### src/logic/shell_pkg.sv
`default_nettype none

package shell_pkg;

   // ==========================================================
   // Host status word layout
   // ==========================================================

   localparam int status_w = 64;

   localparam int st_reset       = 0;
   // Two-bit aspect ratio
   localparam int st_aspect_lo   = 1;
   // Scandoubler effect occupies [st_scale_hi-1:st_scale_lo]
   localparam int st_scale_lo    = 3;
   localparam int st_scale_hi    = 6;
   localparam int st_tape_rewind = 9;
   localparam int st_detach      = 10;
   localparam int st_reset_mount = 12;
   localparam int st_reset_close = 21;
   localparam int st_tape_src    = 40;

   // ==========================================================
   // Download and memory widths
   // ==========================================================

   localparam int ddr3_addr_w = 28;
   typedef logic [ddr3_addr_w-1:0] ddr3_addr_t;

   localparam int ioctl_index_w = 16;
   // Cassette image index in the low six bits
   localparam int cas_index     = 5;

   // Mount slot of the virtual SD card image
   localparam int vsd_slot = 4;

   // ==========================================================
   // HDMI output and crop
   // ==========================================================

   localparam int hdmi_dim_w       = 12;
   localparam int hdmi_1080_width  = 1920;
   localparam int hdmi_1080_height = 1080;
   localparam int crop_1080        = 216;

   // Tape input source in status bit 40
   typedef enum logic {
      tape_src_file = 1'b0,
      tape_src_adc  = 1'b1
   } tape_src_t;

endpackage

`default_nettype wire
### src/logic/shell_top.sv
`timescale 1ns/1ps
`default_nettype none

module shell_top
   import shell_pkg::*;
#(
   parameter int act_timeout = 1000000
) (
   input  wire                      clock_bus,
   input  wire                      rst_n,

   // Host side
   input  wire [status_w-1:0]       status,
   input  wire [5:0]                img_mounted,
   input  wire [63:0]               img_size,
   input  wire [hdmi_dim_w-1:0]     hdmi_width,
   input  wire [hdmi_dim_w-1:0]     hdmi_height,
   input  wire                      forced_scandoubler,
   input  wire                      ioctl_download,
   input  wire [ioctl_index_w-1:0]  ioctl_index,

   // Device enables from the core
   input  wire                      fdc_enable,
   input  wire                      ocm_enable,
   input  wire                      rom_a_hide,
   input  wire                      rom_b_hide,
   input  wire                      sram_present,

   input  wire                      board_reset,

   // Tape
   input  wire                      tape_motor_on,
   input  wire                      cas_dout,
   input  wire                      adc_tape,
   input  wire                      adc_tape_act,

   // SD card
   input  wire                      sd_spi_clk,
   input  wire                      sd_spi_mosi,
   input  wire                      sd_miso_pin,
   input  wire                      vsd_miso,

   // DDR3 read requesters
   input  ddr3_addr_t               ddr3_addr_dl,
   input  wire                      ddr3_rd_dl,
   input  wire                      ddr3_req_dl,
   input  ddr3_addr_t               ddr3_addr_cas,
   input  wire                      ddr3_rd_cas,

   output logic                     core_reset,
   output logic                     hard_reset,
   output logic [15:0]              menu_mask,
   output logic [11:0]              video_arx,
   output logic [11:0]              video_ary,
   output logic [1:0]               vga_sl,
   output logic                     scandoubler,
   output logic                     hq2x,
   output logic [11:0]              crop_size,
   output logic                     sd_cs,
   output logic                     sd_sck,
   output logic                     sd_mosi,
   output logic                     sd_miso,
   output logic                     led_user,
   output logic [1:0]               led_disk,
   output logic                     tape_in,
   output logic                     tape_play,
   output logic                     tape_rewind,
   output ddr3_addr_t               ddr3_addr,
   output logic                     ddr3_rd
);

   wire img_size_nonzero = |img_size;

   status_decode u_status_decode (
      .clock_bus          (clock_bus),
      .rst_n              (rst_n),
      .board_reset        (board_reset),
      .status             (status),
      .img_mounted_vsd    (img_mounted[vsd_slot]),
      .fdc_enable         (fdc_enable),
      .ocm_enable         (ocm_enable),
      .rom_a_hide         (rom_a_hide),
      .rom_b_hide         (rom_b_hide),
      .sram_present       (sram_present),
      .forced_scandoubler (forced_scandoubler),
      .hdmi_width         (hdmi_width),
      .hdmi_height        (hdmi_height),
      .hard_reset         (hard_reset),
      .core_reset         (core_reset),
      .menu_mask          (menu_mask),
      .video_arx          (video_arx),
      .video_ary          (video_ary),
      .vga_sl             (vga_sl),
      .scandoubler        (scandoubler),
      .hq2x               (hq2x),
      .crop_size          (crop_size)
   );

   sd_router #(
      .act_timeout (act_timeout)
   ) u_sd_router (
      .clock_bus        (clock_bus),
      .rst_n            (rst_n),
      .img_mount_pulse  (img_mounted[vsd_slot]),
      .img_size_nonzero (img_size_nonzero),
      .sd_spi_clk       (sd_spi_clk),
      .sd_spi_mosi      (sd_spi_mosi),
      .sd_miso_pin      (sd_miso_pin),
      .vsd_miso         (vsd_miso),
      .sd_cs            (sd_cs),
      .sd_sck           (sd_sck),
      .sd_mosi          (sd_mosi),
      .sd_miso          (sd_miso),
      .led_user         (led_user),
      .led_disk         (led_disk)
   );

   // Core reset is the third rewind source
   tape_path u_tape_path (
      .clock_bus       (clock_bus),
      .rst_n           (rst_n),
      .ioctl_download  (ioctl_download),
      .ioctl_index     (ioctl_index),
      .status_rewind   (status[st_tape_rewind]),
      .status_tape_src (tape_src_t'(status[st_tape_src])),
      .core_reset      (core_reset),
      .tape_motor_on   (tape_motor_on),
      .cas_dout        (cas_dout),
      .adc_tape        (adc_tape),
      .adc_tape_act    (adc_tape_act),
      .ddr3_addr_dl    (ddr3_addr_dl),
      .ddr3_rd_dl      (ddr3_rd_dl),
      .ddr3_req_dl     (ddr3_req_dl),
      .ddr3_addr_cas   (ddr3_addr_cas),
      .ddr3_rd_cas     (ddr3_rd_cas),
      .tape_in         (tape_in),
      .tape_play       (tape_play),
      .tape_rewind     (tape_rewind),
      .ddr3_addr       (ddr3_addr),
      .ddr3_rd         (ddr3_rd)
   );

endmodule

`default_nettype wire

### src/logic/tape_path.sv
`timescale 1ns/1ps
`default_nettype none

module tape_path
   import shell_pkg::*;
(
   input  wire                      clock_bus,
   input  wire                      rst_n,
   input  wire                      ioctl_download,
   input  wire [ioctl_index_w-1:0]  ioctl_index,
   input  wire                      status_rewind,
   input  tape_src_t                status_tape_src,
   input  wire                      core_reset,
   input  wire                      tape_motor_on,
   input  wire                      cas_dout,
   input  wire                      adc_tape,
   input  wire                      adc_tape_act,
   input  ddr3_addr_t               ddr3_addr_dl,
   input  wire                      ddr3_rd_dl,
   input  wire                      ddr3_req_dl,
   input  ddr3_addr_t               ddr3_addr_cas,
   input  wire                      ddr3_rd_cas,
   output logic                     tape_in,
   output logic                     tape_play,
   output logic                     tape_rewind,
   output ddr3_addr_t               ddr3_addr,
   output logic                     ddr3_rd
);

   logic cas_dl;
   logic cas_dl_q;
   logic cas_load;

   // ==========================================================
   // Cassette image tracking
   // ==========================================================

   assign cas_dl = ioctl_download & (ioctl_index[5:0] == 6'(cas_index));

   // Sticky once a cassette image has fully arrived
   always_ff @(posedge clock_bus or negedge rst_n) begin
      if (!rst_n) begin
         cas_dl_q <= 1'b0;
         cas_load <= 1'b0;
      end else begin
         cas_dl_q <= cas_dl;
         if (cas_dl_q && !cas_dl) begin
            cas_load <= 1'b1;
         end
      end
   end

   // Motor line is active low on the cassette port
   assign tape_play   = ~tape_motor_on & cas_load;

   // Rewind while a new image loads or the core restarts
   assign tape_rewind = status_rewind | cas_dl | core_reset;

   // ==========================================================
   // Tape input source
   // ==========================================================

   always_comb begin
      if (status_tape_src == tape_src_file) begin
         tape_in = cas_dout;
      end else begin
         tape_in = adc_tape & adc_tape_act;
      end
   end

   // ==========================================================
   // DDR3 read port
   // ==========================================================

   // ROM download owns the port whenever it asks for it
   assign ddr3_addr = ddr3_req_dl ? ddr3_addr_dl : ddr3_addr_cas;
   assign ddr3_rd   = ddr3_req_dl ? ddr3_rd_dl : ddr3_rd_cas;

endmodule

`default_nettype wire

### src/logic/sd_router.sv
`timescale 1ns/1ps
`default_nettype none

module sd_router #(
   parameter int act_timeout = 1000000
) (
   input  wire         clock_bus,
   input  wire         rst_n,
   input  wire         img_mount_pulse,
   input  wire         img_size_nonzero,
   input  wire         sd_spi_clk,
   input  wire         sd_spi_mosi,
   input  wire         sd_miso_pin,
   input  wire         vsd_miso,
   output logic        sd_cs,
   output logic        sd_sck,
   output logic        sd_mosi,
   output logic        sd_miso,
   output logic        led_user,
   output logic [1:0]  led_disk
);

   localparam int cnt_w = $clog2(act_timeout + 1);
   localparam logic [cnt_w-1:0] act_max = cnt_w'(act_timeout);

   logic             vsd_sel;
   logic             old_mosi;
   logic             old_miso;
   logic             spi_change;
   logic [cnt_w-1:0] quiet_cnt;
   logic             sd_act;

   // ==========================================================
   // Card selection
   // ==========================================================

   // Mounting an empty image hands the bus back to the physical card
   always_ff @(posedge clock_bus or negedge rst_n) begin
      if (!rst_n) begin
         vsd_sel <= 1'b0;
      end else if (img_mount_pulse) begin
         vsd_sel <= img_size_nonzero;
      end
   end

   assign sd_cs   = vsd_sel;
   assign sd_sck  = sd_spi_clk & ~vsd_sel;
   assign sd_mosi = sd_spi_mosi & ~vsd_sel;
   assign sd_miso = vsd_sel ? vsd_miso : sd_miso_pin;

   // ==========================================================
   // Disk activity light
   // ==========================================================

   assign spi_change = (old_mosi ^ sd_spi_mosi) | (old_miso ^ sd_miso);

   always_ff @(posedge clock_bus or negedge rst_n) begin
      if (!rst_n) begin
         old_mosi  <= 1'b0;
         old_miso  <= 1'b0;
         quiet_cnt <= act_max;
         sd_act    <= 1'b0;
      end else begin
         old_mosi <= sd_spi_mosi;
         old_miso <= sd_miso;
         sd_act   <= spi_change | (quiet_cnt < act_max);
         if (spi_change) begin
            quiet_cnt <= '0;
         end else if (quiet_cnt < act_max) begin
            quiet_cnt <= quiet_cnt + 1'b1;
         end
      end
   end

   // Bit 1 set gives the core sole control of the disk LED
   assign led_user = sd_act & vsd_sel;
   assign led_disk = {1'b1, sd_act & ~vsd_sel};

endmodule

`default_nettype wire

### src/logic/status_decode.sv
`timescale 1ns/1ps
`default_nettype none

module status_decode
   import shell_pkg::*;
(
   input  wire                   clock_bus,
   input  wire                   rst_n,
   input  wire                   board_reset,
   input  wire [status_w-1:0]    status,
   input  wire                   img_mounted_vsd,
   input  wire                   fdc_enable,
   input  wire                   ocm_enable,
   input  wire                   rom_a_hide,
   input  wire                   rom_b_hide,
   input  wire                   sram_present,
   input  wire                   forced_scandoubler,
   input  wire [hdmi_dim_w-1:0]  hdmi_width,
   input  wire [hdmi_dim_w-1:0]  hdmi_height,
   output logic                  hard_reset,
   output logic                  core_reset,
   output logic [15:0]           menu_mask,
   output logic [11:0]           video_arx,
   output logic [11:0]           video_ary,
   output logic [1:0]            vga_sl,
   output logic                  scandoubler,
   output logic                  hq2x,
   output logic [11:0]           crop_size
);

   localparam int scale_w = st_scale_hi - st_scale_lo;

   logic [1:0]         aspect;
   logic [scale_w-1:0] scale;
   logic [scale_w-1:0] sl_full;
   logic               mode_1080;

   // ==========================================================
   // Resets
   // ==========================================================

   assign hard_reset = board_reset | status[st_reset];

   // Reset after mount only applies with the floppy controller present
   assign core_reset = hard_reset
                     | status[st_detach]
                     | status[st_reset_close]
                     | (status[st_reset_mount] & img_mounted_vsd & fdc_enable);

   // ==========================================================
   // Option menu mask
   // ==========================================================

   always_comb begin
      menu_mask    = '0;
      menu_mask[0] = fdc_enable;
      menu_mask[1] = rom_a_hide | ocm_enable;
      menu_mask[2] = rom_b_hide | ocm_enable;
      menu_mask[3] = ocm_enable;
      // SRAM save/load entries hidden without backed RAM
      menu_mask[6] = ~sram_present;
      menu_mask[7] = tape_src_t'(status[st_tape_src]) == tape_src_adc;
   end

   // ==========================================================
   // Video settings
   // ==========================================================

   assign aspect = status[st_aspect_lo+1:st_aspect_lo];
   assign scale  = status[st_scale_hi-1:st_scale_lo];

   // Original aspect is 4:3, other settings select a scaler ARC preset
   assign video_arx = (aspect == 2'd0) ? 12'd4 : {10'd0, aspect - 2'd1};
   assign video_ary = (aspect == 2'd0) ? 12'd3 : 12'd0;

   assign sl_full     = (scale != '0) ? scale - 1'b1 : '0;
   assign vga_sl      = sl_full[1:0];
   assign scandoubler = forced_scandoubler | (scale != '0);
   assign hq2x        = scale == scale_w'(1);

   assign mode_1080 = (hdmi_width == hdmi_dim_w'(hdmi_1080_width))
                    & (hdmi_height == hdmi_dim_w'(hdmi_1080_height));

   // 216p crop on a 1080p output with the native line rate
   always_ff @(posedge clock_bus or negedge rst_n) begin
      if (!rst_n) begin
         crop_size <= '0;
      end else if (mode_1080 && !scandoubler) begin
         crop_size <= 12'(crop_1080);
      end else begin
         crop_size <= '0;
      end
   end

endmodule

`default_nettype wire

### config.mk
export PLATFORM = sky130hd
export DESIGN_NAME = shell_top
export DESIGN_NICKNAME = d
export VERILOG_FILES = /design/src/logic/shell_pkg.sv /design/src/logic/shell_top.sv /design/src/logic/tape_path.sv /design/src/logic/sd_router.sv /design/src/logic/status_decode.sv
export SDC_FILE = /design/constraint.sdc
export NUM_CORES = 1
export LEC_CHECK = 0
export BUFFER_PORTS_ARGS = -buffer_cell sky130_fd_sc_hd__buf_2
export CORE_AREA = 2 2 137 139
export CTS_CLUSTER_DIAMETER = 100
export DETAILED_ROUTE_END_ITERATION = 7
export DIE_AREA = 0 0 139 141
export PLACE_DENSITY = 0.51
export SYNTH_ARGS = -nofsm -noshare
export SYNTH_HDL_FRONTEND = slang
export SYNTH_SLANG_ARGS = --single-unit
### constraint.sdc
create_clock -name clock_bus -period 2.1 [get_ports clock_bus]
set_clock_uncertainty 0.2 [all_clocks]
set_input_delay 0.21 -clock clock_bus [delete_from_list [all_inputs] [get_ports clock_bus]]
set_output_delay 0.21 -clock clock_bus [all_outputs]
set_load 0.02 [all_outputs]
After elaboration in Yosys (flattened, before gate mapping). Index checks and enable logic that the tools add are counted.

Word-level logic and storage cells: 60. Register bits after elaboration: 38. Bits of input ports: 251. Output and inout bits: 97.

Order comparisons: 1. Reduce and logical (&&, ||, !) cells: 8. Equal/unequal tests: 4. $add $sub $neg: 3. Bitwise logic cells: 26. Muxes and demuxes: 10.

Operator list (count): 64-bit OR reduction (1); 20-bit two-way mux (2); 28-bit two-way mux (1); 12-bit by 11-bit equality test with 1-bit output (second input constant) (2); 20-bit by 1-bit adder with 20-bit output (second input constant) (1); 20-bit less-than comparator (second input constant) (1); 1-bit OR (11); 1-bit AND (10); 8-bit two-way mux (1); 6-bit by 3-bit equality test with 1-bit output (second input constant) (1); 2-bit two-way mux (2); 2-bit by 1-bit subtractor with 2-bit output (second input constant) (2); 3-bit by 1-bit equality test with 1-bit output (second input constant) (1); 1-bit two-way mux (3); 3-bit two-way mux (1); 1-bit inverter (3); 3-bit nonzero test (1); 1-bit logical AND (2); 1-bit logical NOT (2); 2-bit logical NOT (1); 2-bit nonzero test (1); 1-bit XOR (2).

Logic depth before layout (Yosys ltp).
Word-level depth: 5. Gate-level depth with buffers: 6. Mapped depth without buffers: 5.

Cells and area by module. A second synthesis with hierarchy kept.

Cells, all modules: 273. Area, all modules: 2436.1 um^2.

By module, submodules not included: sd_router (seq. area each 609.3 um^2, times used 1, area an instance 1297.5 um^2, cells each 134); status_decode (seq. area each 25.0 um^2, times used 1, area an instance 529.3 um^2, cells each 73); tape_path (seq. area each 50.0 um^2, times used 1, area an instance 470.5 um^2, cells each 45); shell_top (seq. area each 0.0 um^2, times used 1, area an instance 138.9 um^2, cells each 21).

Worst setup path after synthesis. Ideal clock, no wire load.

Kind: input to output. Start point: in status[0]. End point: out tape_rewind. Arrival: 1.664 ns. Required time: 1.690 ns. Path slack: 0.026 ns. Cell stages on the path: 3. Path buffers: 0. Cell sequence: or2_2 or4_1 or3_1.

Cells in the longest elaborated chain, start to end: 5.

Ends and longest elaborated chain: from (decl) (RTL line shell_top.sv:13) `input wire [status_w-1:0] status,`; 1-bit OR (RTL line status_decode.sv:42) `assign hard_reset = board_reset | status[st_reset];`; 1-bit OR (RTL line status_decode.sv:46) `| status[st_detach]`; 1-bit OR (RTL line status_decode.sv:47) `| status[st_reset_close]`; 1-bit OR (RTL line status_decode.sv:48) `| (status[st_reset_mount] & img_mounted_vsd & fdc_enable);`; via core_reset (RTL line shell_top.sv:50) `output logic core_reset,`; 1-bit OR (RTL line tape_path.sv:57) `assign tape_rewind = status_rewind | cas_dl | core_reset;`; to (decl) (RTL line shell_top.sv:67) `output logic tape_rewind,`.

The timed path passes the listed nets, and every way through them passes these cells.

Final worst setup path.
Start point: in status[0]. End point: out tape_rewind.

Cells in the longest elaborated chain, start to end: 5.

Ends and longest elaborated chain (RTL line): 1-bit OR (status_decode.sv:42); 1-bit OR (status_decode.sv:46); 1-bit OR (status_decode.sv:47); 1-bit OR (status_decode.sv:48); 1-bit OR (tape_path.sv:57).

No other way between the ends.

==> flow_summary.yaml <==
worst_setup_path:
  arrival_ps: 1630
  worst-path-max-fanout: 2
  start_kind: "input port"
  path_class: "input port to output port"
  required_ps: 1690
  end_kind: "output port"
drt:
  drtIter0Drc: 105
  via_per_inst: 3.767
  first_pass_iters: 5
  vias: 2844
  ant_nets: 0
  routed_wl_mm: 8.571
  wl_per_cell_um: 11.35
  drc: 0
final_layout:
  regArea_um2: 684.4
  area_growth_pct: 61.80
  antenna_cells: 0
  final_cells: 755
  fin_util_pct: 21.41
  layout-drive-gt1-share_pct: 58.54
  multi_input_area_um2: 1461
  final_nets: 774
  fillers: 2057
clocking:
  cts_sinks: 27
  cts_buffers: 3
  htreeDepth: 1
  clk_path_buf_depth: 2
  clkLatencyLatePin_ps: 270
  clockRootBuffer: "clkbuf_16"
  cts_tree: "yes"
  cts.clk_slew.worst_paths_ps: 70
grt:
  grt_max_degree: 30
  antenna_found_initial: 0
  track_usage_pct: 7.857
  grt_pass1_vias: 2626
  grt-ovfl-total: 0
  grt_pass1_wl_mm: 12.72
timing:
  final.period_utilization_pct: 97.30
  setup_viol: 0
  slew_headroom_pct: 58.00
  rsz0062_at_grt: "true"
  worst_slew_pin_slew_ps: 630.0
  hold_viol: 0
  fmax_ghz: 0.4894
  slew_viol_final: 0
  min_period_ps: 2043
synth:
  synth_flop_cell: "dfrtp_1"
  synth_edf_count: 0
  avgSynthCellArea_um2: 8.695
  syn_inst: 278
  synth_seq_area_share_pct: 28.31
  synth.distinct_cells: 44
  ys_seq_elements: 27
  yosys_warnings: 0
  postSynth.asyncResetShare_pct: 100.0
  synth_area_um2: 2417
floorplan:
  die_height_um: 141
  io_pins: 348
  fp-row-count: 50
  start_util_pct: 13.23
  die_area_um2: 19600
  fp.dieW_um: 139
  core-area_um2: 18270
flow_run:
  maxCapViolCount: 0
hold_path:
  min_path_type: "input port to flop"
place:
  place.gp.congestion: 0.7949
  hpwl_mm: 7.354
  portBuffers: 241
  place_inst: 749
status:
  outcome: "finished clean"
pwr:
  p_leak_nw: 1.864
  ir_drop_v: 0.0002733
  power.density_nw_per_um2: 383.2
-- final timing paths --
path                                     startpoint                           end  slack, ps  cells past startpoint
setup / recovery                          status[0]                   tape_rewind         60                      5
hold / removal                       hdmi_height[8]  u_status_decode.crop_size[6]          5                      3
setup reg to reg           u_sd_router.quiet_cnt[8]     u_sd_router.quiet_cnt[18]         80                      5
hold reg to reg                u_tape_path.cas_load          u_tape_path.cas_load        280                      1
max in group asynchronous                     rst_n      u_sd_router.quiet_cnt[0]        990                      2
min in group asynchronous                     rst_n     u_sd_router.quiet_cnt[15]        300                      2
-- layer usage --
metal  track usage, %  routed length [um]  vias to the layer above
li1                 -                   -                     1437
met1            10.37                3646                     1289
met2            13.84                4391                      113
met3            1.087                 484                        5
met4            1.382                  48                        0
met5                0                   0                        -
-- cells in the mapped netlist (8+ instances only) --
library cell	number	share of area, %
a21oi_1	15	3.1
buf_4	46	14
dfrtp_1	20	21
mux2_2	30	14
nand2_1	13	2.0
nand3_1	9	1.9
nand4_1	11	2.8
nor2_1	13	2.0
nor4_1	18	4.7
o21ai_0	9	1.9
or3_1	9	2.3
or4_1	8	2.5
-- cell families after synthesis --
kind of cell,Yosys count,synth area share (%)
xor gates and xnor gates,4,1.450
and+or+nand+nor,112,27.74
other,2,0.3107
muxes,32,14.80
AOI/OAI and AO/OA,38,9.731
adders and majority gates,1,0.5175
buffers and inverters,62,17.13
DFF,27,28.31
-- layout make-up --
| class | instances | share of cell area (%) |
|---|---|---|
| inverter | 7 | 0.6718 |
| sequential | 27 | 17.50 |
| multi-input combinational | 225 | 37.36 |
| clock inverter | 1 | 0.1919 |
| timing repair buffer | 258 | 34.87 |
| clock buffer | 3 | 1.919 |
| tap | 234 | 7.486 |
-- state kept, by name, summed over array words and instances (netlist names) --
signal / cells
u_sd_router.quiet_cnt: 20
u_status_decode.crop_size: 1
u_tape_path.cas_dl_q: 1
u_sd_router.sd_act: 1
u_tape_path.cas_load: 1
u_sd_router.old_miso: 1
u_sd_router.sd_cs: 1
u_sd_router.old_mosi: 1
-- timing repair --
action	in CTS	in global routing
setup endpoints to repair	0	13
gates resized for setup	0	2
hold buffers	2	0
buffers inserted	0	0
hold endpoints to repair	21	0
-- where the power goes --
part | internal (mW) | leakage [nW] | total [mW] | switching (mW)
logic | 0.234 | 1.50 | 0.518 | 0.285
clock network | 0.259 | 0.0371 | 0.449 | 0.190
registers | 0.526 | 0.330 | 0.531 | 0.00531
-- through the flow --
step / setup TNS (ps) / worst slack (ps) / instance area, um^2 / hold WS, ps / power (mW)
after global routing: -122.6 / -39.37 / 3911 / 16.75 / 1.577
after floorplan: 0 / 26.44 / 2552 / -285.6 / 0.8561
final: 0 / 56.74 / 3911 / 4.998 / 1.499
after CTS: 0 / 1.521 / 3904 / 1.828 / 1.526
after global placement: 0 / 45.71 / 3801 / 82.29 / 1.060
after detailed placement: 0 / 14.95 / 3801 / 81.44 / 1.060
-- critical path, cell delays in order --
cell and delay [ps]:
buf_2 90, or2_2 300, or4_1 510, or3_1 360, buf_2 170
-- cells in the final DEF, fill, tap and decap left out, types with 8 or more instances in the layout --
cell,n
nand3_1,9
or4_1,8
buf_4,13
a21oi_1,15
nor4_1,18
nand4_1,11
or3_1,9
buf_2,241
nand2_1,13
mux2_2,30
conb_1,38
o21ai_0,9
dfrtp_1,20
nor2_1,13
Note: power is estimated with default switching activity, not from simulation.
